[config.mk]
export PLATFORM = sky130hd
export DESIGN_NAME = cmul_top
export DESIGN_NICKNAME = d
export VERILOG_FILES = /design/src/rtl/cmul_pkg.sv /design/src/rtl/cmul_operand_regs.sv /design/src/rtl/cmul_sequencer.sv /design/src/rtl/cmul_top.sv /design/src/rtl/mul_step_counter.sv /design/src/rtl/shift_add_datapath.sv
export VERILOG_INCLUDE_DIRS = /design/src /design/src/rtl
export SDC_FILE = /design/constraint.sdc
export NUM_CORES = 1
export LEC_CHECK = 0
export ABC_AREA = 1
export BUFFER_PORTS_ARGS = -buffer_cell sky130_fd_sc_hd__buf_2
export CAP_MARGIN = 20
export CORE_MARGIN = 2
export CORE_UTILIZATION = 40
export CTS_BUF_LIST = sky130_fd_sc_hd__clkbuf_8
export DETAILED_ROUTE_END_ITERATION = 12
export GPL_ROUTABILITY_DRIVEN = 0
export SETUP_SLACK_MARGIN = 0.1
export SYNTH_ARGS = -nofsm -noshare
export SYNTH_HDL_FRONTEND = slang
export SYNTH_SLANG_ARGS = --single-unit
[constraint.sdc]
create_clock -name clk -period 8.7 [get_ports clk]
set_clock_uncertainty 0.2 [all_clocks]
set_input_delay 0.435 -clock clk [delete_from_list [all_inputs] [get_ports clk]]
set_output_delay 0.435 -clock clk [all_outputs]
set_load 0.05 [all_outputs]
[src/rtl/cmul_settings.svh]
`ifndef CMUL_SETTINGS_SVH
`define CMUL_SETTINGS_SVH

// word width of every operand and result.
`define CMUL_N 32

// fraction bits in each word; the binary point sits below bit CMUL_D.
`define CMUL_D 16

// the accumulator carries D extra bits below the kept product.
`define CMUL_ACC_W (`CMUL_N + `CMUL_D)

// step counter width, wide enough to count 0 through N.
`define CMUL_STEP_W $clog2(`CMUL_N + 1)

`endif

[src/rtl/cmul_pkg.sv]
`include "cmul_settings.svh"

package cmul_pkg;

	// one fixed-point word.
	typedef logic [`CMUL_N-1:0] fix_t;

	// accumulator and sign-extended multiplicand.
	typedef logic [`CMUL_ACC_W-1:0] acc_t;

	typedef logic [`CMUL_STEP_W-1:0] step_t;

	// which real product the shared multiplier is working on.
	typedef enum logic [1:0] {
		SUM_PROD,  // (ar+ac)*(br+bc).
		REAL_PROD, // ar*br.
		IMAG_PROD, // ac*bc.
		NO_PROD
	} stage_t;

	typedef enum logic [2:0] {
		IDLE,
		MUL_SUM,
		MUL_REAL,
		MUL_IMAG,
		DONE
	} seq_state_t;

endpackage

[src/rtl/cmul_operand_regs.sv]
module cmul_operand_regs (
	input  logic              clk,
	input  logic              reset,
	input  logic              accept,
	input  logic              last_step,
	input  cmul_pkg::stage_t  stage,
	input  cmul_pkg::fix_t    ar,
	input  cmul_pkg::fix_t    ac,
	input  cmul_pkg::fix_t    br,
	input  cmul_pkg::fix_t    bc,
	input  cmul_pkg::fix_t    product,
	output cmul_pkg::fix_t    mul_a,
	output cmul_pkg::fix_t    mul_b,
	output cmul_pkg::fix_t    cr,
	output cmul_pkg::fix_t    cc
);

	cmul_pkg::fix_t r_ar;  // holds ar*br once the real stage finishes.
	cmul_pkg::fix_t r_ac;  // holds ac*bc once the imaginary stage finishes.
	cmul_pkg::fix_t r_br;
	cmul_pkg::fix_t r_bc;
	cmul_pkg::fix_t r_sum; // (ar+ac)*(br+bc).

	always_ff @(posedge clk) begin
		if (reset) begin
			r_ar  <= '0;
			r_ac  <= '0;
			r_br  <= '0;
			r_bc  <= '0;
			r_sum <= '0;
		end else if (accept) begin
			r_ar <= ar;
			r_ac <= ac;
			r_br <= br;
			r_bc <= bc;
		end else if (last_step) begin
			case (stage)
				cmul_pkg::SUM_PROD:  r_sum <= product;
				cmul_pkg::REAL_PROD: r_ar  <= product;
				cmul_pkg::IMAG_PROD: r_ac  <= product;
				default: ;
			endcase
		end
	end

	// r_ac is only overwritten after the imaginary stage has loaded it.
	always_comb begin
		case (stage)
			cmul_pkg::SUM_PROD: begin
				mul_a = r_ar + r_ac; // wraps at N bits.
				mul_b = r_br + r_bc;
			end
			cmul_pkg::REAL_PROD: begin
				mul_a = r_ar;
				mul_b = r_br;
			end
			cmul_pkg::IMAG_PROD: begin
				mul_a = r_ac;
				mul_b = r_bc;
			end
			default: begin
				mul_a = '0;
				mul_b = '0;
			end
		endcase
	end

	assign cr = r_ar - r_ac;
	assign cc = r_sum - r_ar - r_ac; // Gauss trick, one multiply saved.

endmodule

[src/rtl/cmul_sequencer.sv]
module cmul_sequencer (
	input  logic                clk,
	input  logic                reset,
	input  logic                recv_val,
	output logic                recv_rdy,
	output logic                send_val,
	input  logic                send_rdy,
	input  logic                last_step,
	output logic                accept,
	output logic                run,
	output cmul_pkg::stage_t    stage
);

	cmul_pkg::seq_state_t state;
	cmul_pkg::seq_state_t next_state;

	always_comb begin
		next_state = state;
		case (state)
			cmul_pkg::IDLE: begin
				if (recv_val)
					next_state = cmul_pkg::MUL_SUM;
			end
			cmul_pkg::MUL_SUM: begin
				if (last_step)
					next_state = cmul_pkg::MUL_REAL;
			end
			cmul_pkg::MUL_REAL: begin
				if (last_step)
					next_state = cmul_pkg::MUL_IMAG;
			end
			cmul_pkg::MUL_IMAG: begin
				if (last_step)
					next_state = cmul_pkg::DONE;
			end
			cmul_pkg::DONE: begin
				if (send_rdy)
					next_state = cmul_pkg::IDLE; // result leaves on this edge.
			end
			default: next_state = cmul_pkg::IDLE;
		endcase
	end

	always_ff @(posedge clk) begin
		if (reset)
			state <= cmul_pkg::IDLE;
		else
			state <= next_state;
	end

	// only one transaction is in flight, so the input side opens in IDLE alone.
	assign recv_rdy = (state == cmul_pkg::IDLE);
	assign send_val = (state == cmul_pkg::DONE);
	assign accept   = recv_rdy && recv_val;

	always_comb begin
		run   = 1'b1;
		stage = cmul_pkg::NO_PROD;
		case (state)
			cmul_pkg::MUL_SUM:  stage = cmul_pkg::SUM_PROD;
			cmul_pkg::MUL_REAL: stage = cmul_pkg::REAL_PROD;
			cmul_pkg::MUL_IMAG: stage = cmul_pkg::IMAG_PROD;
			default:            run = 1'b0;
		endcase
	end

endmodule

[src/rtl/cmul_top.sv]
module cmul_top (
	input  logic            clk,
	input  logic            reset,
	input  logic            recv_val,
	output logic            recv_rdy,
	input  cmul_pkg::fix_t  ar,
	input  cmul_pkg::fix_t  ac,
	input  cmul_pkg::fix_t  br,
	input  cmul_pkg::fix_t  bc,
	output logic            send_val,
	input  logic            send_rdy,
	output cmul_pkg::fix_t  cr,
	output cmul_pkg::fix_t  cc
);

	logic             accept;
	logic             run;
	logic             load;
	logic             last_step;
	cmul_pkg::stage_t stage;
	cmul_pkg::fix_t   mul_a;
	cmul_pkg::fix_t   mul_b;
	cmul_pkg::fix_t   product;

	cmul_sequencer u_seq (
		.clk       (clk),
		.reset     (reset),
		.recv_val  (recv_val),
		.recv_rdy  (recv_rdy),
		.send_val  (send_val),
		.send_rdy  (send_rdy),
		.last_step (last_step),
		.accept    (accept),
		.run       (run),
		.stage     (stage)
	);

	mul_step_counter u_cnt (
		.clk       (clk),
		.reset     (reset),
		.run       (run),
		.load      (load),
		.last_step (last_step)
	);

	shift_add_datapath u_mul (
		.clk       (clk),
		.reset     (reset),
		.load      (load),
		.last_step (last_step),
		.mul_a     (mul_a),
		.mul_b     (mul_b),
		.product   (product)
	);

	cmul_operand_regs u_regs (
		.clk       (clk),
		.reset     (reset),
		.accept    (accept),
		.last_step (last_step),
		.stage     (stage),
		.ar        (ar),
		.ac        (ac),
		.br        (br),
		.bc        (bc),
		.product   (product),
		.mul_a     (mul_a),
		.mul_b     (mul_b),
		.cr        (cr),
		.cc        (cc)
	);

endmodule

[src/rtl/mul_step_counter.sv]
`include "cmul_settings.svh"

module mul_step_counter (
	input  logic clk,
	input  logic reset,
	input  logic run,
	output logic load,
	output logic last_step
);

	cmul_pkg::step_t step;

	// step 0 loads the operands, steps 1 to N each retire one multiplier bit.
	assign load      = run && (step == '0);
	assign last_step = run && (step == cmul_pkg::step_t'(`CMUL_N));

	always_ff @(posedge clk) begin
		if (reset || !run)
			step <= '0;
		else if (last_step)
			step <= '0; // next product starts with a fresh load.
		else
			step <= step + cmul_pkg::step_t'(1);
	end

endmodule

[src/rtl/shift_add_datapath.sv]
`include "cmul_settings.svh"

module shift_add_datapath (
	input  logic            clk,
	input  logic            reset,
	input  logic            load,
	input  logic            last_step,
	input  cmul_pkg::fix_t  mul_a,
	input  cmul_pkg::fix_t  mul_b,
	output cmul_pkg::fix_t  product
);

	cmul_pkg::acc_t a_ext;
	cmul_pkg::acc_t mcand;  // shifts left one place per step.
	cmul_pkg::acc_t a_orig; // unshifted copy for the sign correction.
	cmul_pkg::fix_t mplier; // shifts right, bit 0 decides each add.
	cmul_pkg::acc_t acc;
	cmul_pkg::acc_t acc_next;
	cmul_pkg::acc_t corr;
	cmul_pkg::acc_t addend;

	assign a_ext = {{`CMUL_D{mul_a[`CMUL_N-1]}}, mul_a};

	// the top multiplier bit weighs -2^(N-1), so the last step subtracts
	// the multiplicand at that weight instead of adding it.
	assign corr   = -(a_orig << (`CMUL_N - 1));
	assign addend = last_step ? corr : mcand;

	always_comb begin
		acc_next = acc;
		if (load)
			acc_next = '0;
		else if (mplier[0])
			acc_next = acc + addend;
	end

	// bits above N+D are dropped; the low D bits are the floor rounding.
	assign product = acc_next[`CMUL_ACC_W-1:`CMUL_D];

	always_ff @(posedge clk) begin
		if (reset) begin
			acc    <= '0;
			mplier <= '0;
		end else begin
			acc <= acc_next;
			if (load)
				mplier <= mul_b;
			else
				mplier <= mplier >> 1;
		end
	end

	always_ff @(posedge clk) begin
		if (load) begin
			mcand  <= a_ext;
			a_orig <= a_ext;
		end else begin
			mcand <= mcand << 1;
		end
	end

endmodule

==> reports/qor_table.md <==
| Stage | Result | Value |
|:---|:---|:---|
| setup path | Sort of element at the end of the critical path | output port |
| synthesis | Part of the Yosys area used for sequential elements | 0.256 |
| setup path | Logic depth of the worst register-to-register path | 20 |
| pwr | Total power per unit cell area | 350 nW/um^2 |
| clock tree | Clock Tree Root | sky130_fd_sc_hd__clkbuf_8 |
| routing | Number of iterations in the first detailed-routing pass | 6 |
| timing | Achievable clock frequency | 0.204 GHz |
| routing | DR vias | 27,400 |
| clock tree | Post-cts hold buffer count | 134 |
| clock tree | H-tree depth | 2 |
| routing | Average wire per cell in the routed design | 19.3 um |
| synthesis | Synth Warn # | 0 |
| synthesis | Distinct cell type count of the synthesized netlist | 45 |
| floorplanning | # IOs | 198 |
| setup path | Critical Setup Path Class | flip-flop to output port |
| setup path | Delay-heaviest family, CP | compound AO/OA/AOI/OAI gates |
| timing | Normalized max-slew margin | 0.303 |
| grt | Vias in the first global route | 25,600 |
| layout | Fraction of layout cells with a size suffix above 1 | 0.0789 |
| setup path | Endpoint arrival time on the critical path | 4.26 ns |
| setup path | Number of buffer and inverter stages on the critical path | 3 |
| clock tree | Number of buffers added by the clock tree synthesis step | 57 |
| timing | Hold Violations, Final | 0 |
| routing | Detailed route wirelength on metal2 | 44.6 mm |
| setup path | Register-to-register setup slack | 3.89 ns |
| clock tree | Deepest clock path buffer count | 3 |
| timing | Setup TNS | 0 ns |
| setup path | Reg2Reg Launch Point | u_cnt.step[0] |
| routing | Detail Route Antenna Nets | 0 |
| grt | Maximum number of pins on one net before global-route repair | 83 |
| setup path | Nature of the critical path startpoint | flip-flop |
| synthesis | Post-Syn Area | 25,200 um^2 |
| floorplanning | Die Footprint | 65,100 um^2 |
| timing | Minimum period implied by the final worst setup slack | 4.90 ns |
| timing | Transition time at the pin with the least slew margin | 1.05 ns |
| layout | Number of nets in the finished design | 4,625 |
| setup path | Peak fanout along the critical path | 5 |
| min path | Min-delay src | ac[27] |
| setup path | Endpoint of the worst register-to-register path | u_regs.r_ar[10] |
| synthesis | Synth Register Bits | 314 |
| floorplanning | Die boundary width | 255 um |
| grt | Total overflow reported by the global router | 0 |
| timing | Max-slew violations | 0 |
| clock tree | Clk_lat worst skew | 0.70 ns |
| routing | Vias per inst | 5.33 |
| timing | Final critical-path share of the clock period | 0.563 |
| synthesis | Total nets after synthesis | 4,352 |
| flow run | Number of max-cap violations | 0 |
| setup path | Req. time, crit path | 8.07 ns |
| clock tree | Post-CTS Setup Bufs | 0 |
| floorplanning | Area inside the core boundary | 62,700 um^2 |
| clock tree | Clock slew at the register clock pins of the worst setup and hold paths | 0.06 ns |
| synthesis | Cells after Synth | 3,979 |
| routing | Uppermost layer routed | met5 |
| routing | Final wirelength | 99.2 mm |
| timing | Number of setup violations in the final report | 0 |
| synthesis | Average cell area after synthesis | 6.34 um^2 |
| clock tree | Clock tree from TritonCTS | yes |
| pwr | Final total power | 10.3 mW |
| layout | Area overhead of the layout relative to synthesis | 16.8% |
| routing | Routed met3 length | 8.28 mm |
| pwr | Maximum ir drop on the vdd rail | 366 uV |
| placement | Detail Placement HPWL | 76.7 mm |
| floorplanning | Standard-cell rows | 92 |
| routing | Number of DRC violations after detailed-routing iteration 0 | 2,769 |
| min path | Worst Hold End | u_regs.r_ac[27] |
| pwr | Leakage power of the design | 13.8 nW |
| layout | Fill cells | 6,557 |
| setup path | Cell-by-cell trace of the critical path | inv_1 > ha_1 > inv_1 > fa_1 > o21ai_1 > a21oi_1 > o21ai_1 > a21oi_1 > o21ai_2 > nand2_1 > a21o_1 > nand2_1 > buf_2 |
| min path | Class of the worst hold path | input port to flip-flop |
| clock tree | Sink count of the clock tree | 314 |
| floorplanning | Starting Density | 0.402 |
| clock tree | Cts repair resizes | 0 |
| timing | RSZ-0062 raised after global routing | no |
| routing | Post-route DRC violation count | 0 |
| floorplanning | Die height | 255 um |
| setup path | Crit path largest cell delay | 0.50 ns |
| placement | Number of I/O port buffers | 197 |
| setup path | Slowest library cell on the worst path | sky130_fd_sc_hd__o21ai_1 |
| grt | Antenna violations before repair | 5 |
| min path | Number of instances on the worst hold path | 5 |
| grt | Wire length of the first global-routing pass | 149 mm |
| outcome | Status | finished, final reports clean |
| grt | Overall Global Routing Usage | 0.298 |
| routing | Met1 wire length | 40.6 mm |
stage by stage:
step	utilization	setup WS, ns	cells	cell area [um^2]	hold slack, ns
2_1_floorplan	-	5.08	3979	25200	0.203
3_3_place_gp	0.428	3.99	4904	26900	0.209
3_5_place_dp	0.429	4.59	4905	26900	0.212
4_1_cts	0.469	3.85	5142	29400	0.00115
5_1_grt	0.469	3.60	5142	29400	0.0331
6_report	0.470	3.80	5145	29500	0.0334
tightest hold or removal path: stages:
cell,delay [ns]
sky130_fd_sc_hd__buf_2,0.08
sky130_fd_sc_hd__nand2_1,0.09
sky130_fd_sc_hd__o21ai_0,0.10
sky130_fd_sc_hd__inv_1,0.05
sky130_fd_sc_hd__a21oi_1,0.12
sequential cells by signal (all words and copies together) (netlist names):
| register | flops |
|---|---|
| u_seq.state | 3 |
| u_regs.r_sum | 32 |
| u_regs.r_ar | 32 |
| u_mul.acc | 48 |
| u_regs.r_ac | 32 |
| u_mul.mplier | 32 |
| u_mul.a_orig | 17 |
| u_cnt.step | 6 |
| u_mul.mcand | 48 |
| u_regs.r_bc | 32 |
| u_regs.r_br | 32 |
cells in the mapped netlist (all sizes together):
cell,instances,share of area
nand2,960,0.14
inv,603,0.090
nor2,444,0.067
a21oi,385,0.076
o21ai,319,0.063
dfxtp,297,0.24
ha,206,0.10
nand3,174,0.035
clkbuf,96,0.014
nand4,74,0.018
xor2,61,0.021
buf,41,0.0075
nor3,36,0.0071
fa,35,0.028
xnor2,33,0.011
o22ai,24,0.0060
o21bai,23,0.0068
o221ai,20,0.0069
a21o,19,0.0057
a221oi,17,0.0059
edfxtp,17,0.020
o211ai,13,0.0039
a22oi,11,0.0033
a31oi,11,0.0027
nor4,11,0.0033
o21a,10,0.0030
nand3b,9,0.0027
a21boi,8,0.0024
a22o,6,0.0021
or2,6,0.0015
and2,4,0.00099
a211oi,3,0.00089
o2111ai,2,0.00069
nor3b,1,0.00030
layout make-up:
class	instances	area (um^2)	share of cell area
diodes	3	7.51	0.000255
clock buffers	79	1090	0.0369
repair buffers	351	2490	0.0846
flip-flops and latches	314	6460	0.219
well taps	846	1060	0.0359
multi-input cells	2925	16000	0.542
inverters	603	2260	0.0768
clock inverters	24	124	0.00421
worst max-delay path by stage:
stage / startpoint / to / slack, ns / depth (start not counted)
5_1_grt: u_cnt.step[0] / u_regs.r_ar[10] / 3.60 / 20
2_1_floorplan: u_regs.r_ac[1] / cc[30] / 5.08 / 10
3_5_place_dp: u_cnt.step[0] / u_regs.r_ac[10] / 4.59 / 19
3_3_place_gp: u_cnt.step[0] / u_regs.r_ac[19] / 3.99 / 19
4_1_cts: u_regs.r_ac[1] / cc[20] / 3.85 / 13
6_report: u_regs.r_ac[1] / cc[20] / 3.80 / 13
cells by family (layout without fill, tap and decap cells):
logic type,after synthesis,in the layout,synth area share
xor+xnor,94,94,0.0327
other cells,0,3,0
flops,314,314,0.256
simple gates,1719,1719,0.279
buf+inv,740,1057,0.112
compound gates,871,871,0.190
fa+ha+maj,241,241,0.130
placed cells by master (no fill, tap or decap), types with 4 or more instances in the layout:
| cell type | count |
|---|---|
| sky130_fd_sc_hd__nor2_4 | 5 |
| sky130_fd_sc_hd__nand3b_1 | 9 |
| sky130_fd_sc_hd__o21bai_1 | 23 |
| sky130_fd_sc_hd__buf_4 | 20 |
| sky130_fd_sc_hd__buf_2 | 196 |
| sky130_fd_sc_hd__nor4_1 | 10 |
| sky130_fd_sc_hd__edfxtp_1 | 17 |
| sky130_fd_sc_hd__inv_1 | 607 |
| sky130_fd_sc_hd__xnor2_1 | 33 |
| sky130_fd_sc_hd__clkinv_2 | 8 |
| sky130_fd_sc_hd__clkbuf_8 | 79 |
| sky130_fd_sc_hd__o221ai_1 | 20 |
| sky130_fd_sc_hd__or2_2 | 6 |
| sky130_fd_sc_hd__a21boi_0 | 6 |
| sky130_fd_sc_hd__nor2_1 | 433 |
| sky130_fd_sc_hd__o21a_1 | 10 |
| sky130_fd_sc_hd__nand2_1 | 957 |
| sky130_fd_sc_hd__fa_1 | 35 |
| sky130_fd_sc_hd__nand4_1 | 74 |
| sky130_fd_sc_hd__a21oi_1 | 385 |
| sky130_fd_sc_hd__a21o_1 | 19 |
| sky130_fd_sc_hd__and2_1 | 4 |
| sky130_fd_sc_hd__a22oi_1 | 11 |
| sky130_fd_sc_hd__a221oi_1 | 17 |
| sky130_fd_sc_hd__nor2_2 | 6 |
| sky130_fd_sc_hd__a22o_1 | 6 |
| sky130_fd_sc_hd__ha_1 | 206 |
| sky130_fd_sc_hd__a31oi_1 | 11 |
| sky130_fd_sc_hd__nand3_1 | 174 |
| sky130_fd_sc_hd__nor3_1 | 36 |
| sky130_fd_sc_hd__o21ai_0 | 300 |
| sky130_fd_sc_hd__inv_2 | 9 |
| sky130_fd_sc_hd__o21ai_1 | 18 |
| sky130_fd_sc_hd__xor2_1 | 61 |
| sky130_fd_sc_hd__dfxtp_1 | 296 |
| sky130_fd_sc_hd__o22ai_1 | 24 |
| sky130_fd_sc_hd__dlygate4sd3_1 | 134 |
| sky130_fd_sc_hd__o211ai_1 | 13 |
per-layer routing:
layer	vias up	global-route usage
met5	-	0
met4	8	0.161
met3	236	0.0436
met2	1227	0.488
met1	12500	0.379
li1	13400	-
power breakdown:
part	leakage [nW]	total [mW]	switching [mW]	internal, mW
clock	0.682	1.50	0.692	0.807
sequential	2.59	2.00	0.219	1.79
combinational	10.6	6.81	5.06	1.74
Note: power is estimated with default switching activity, not from simulation.
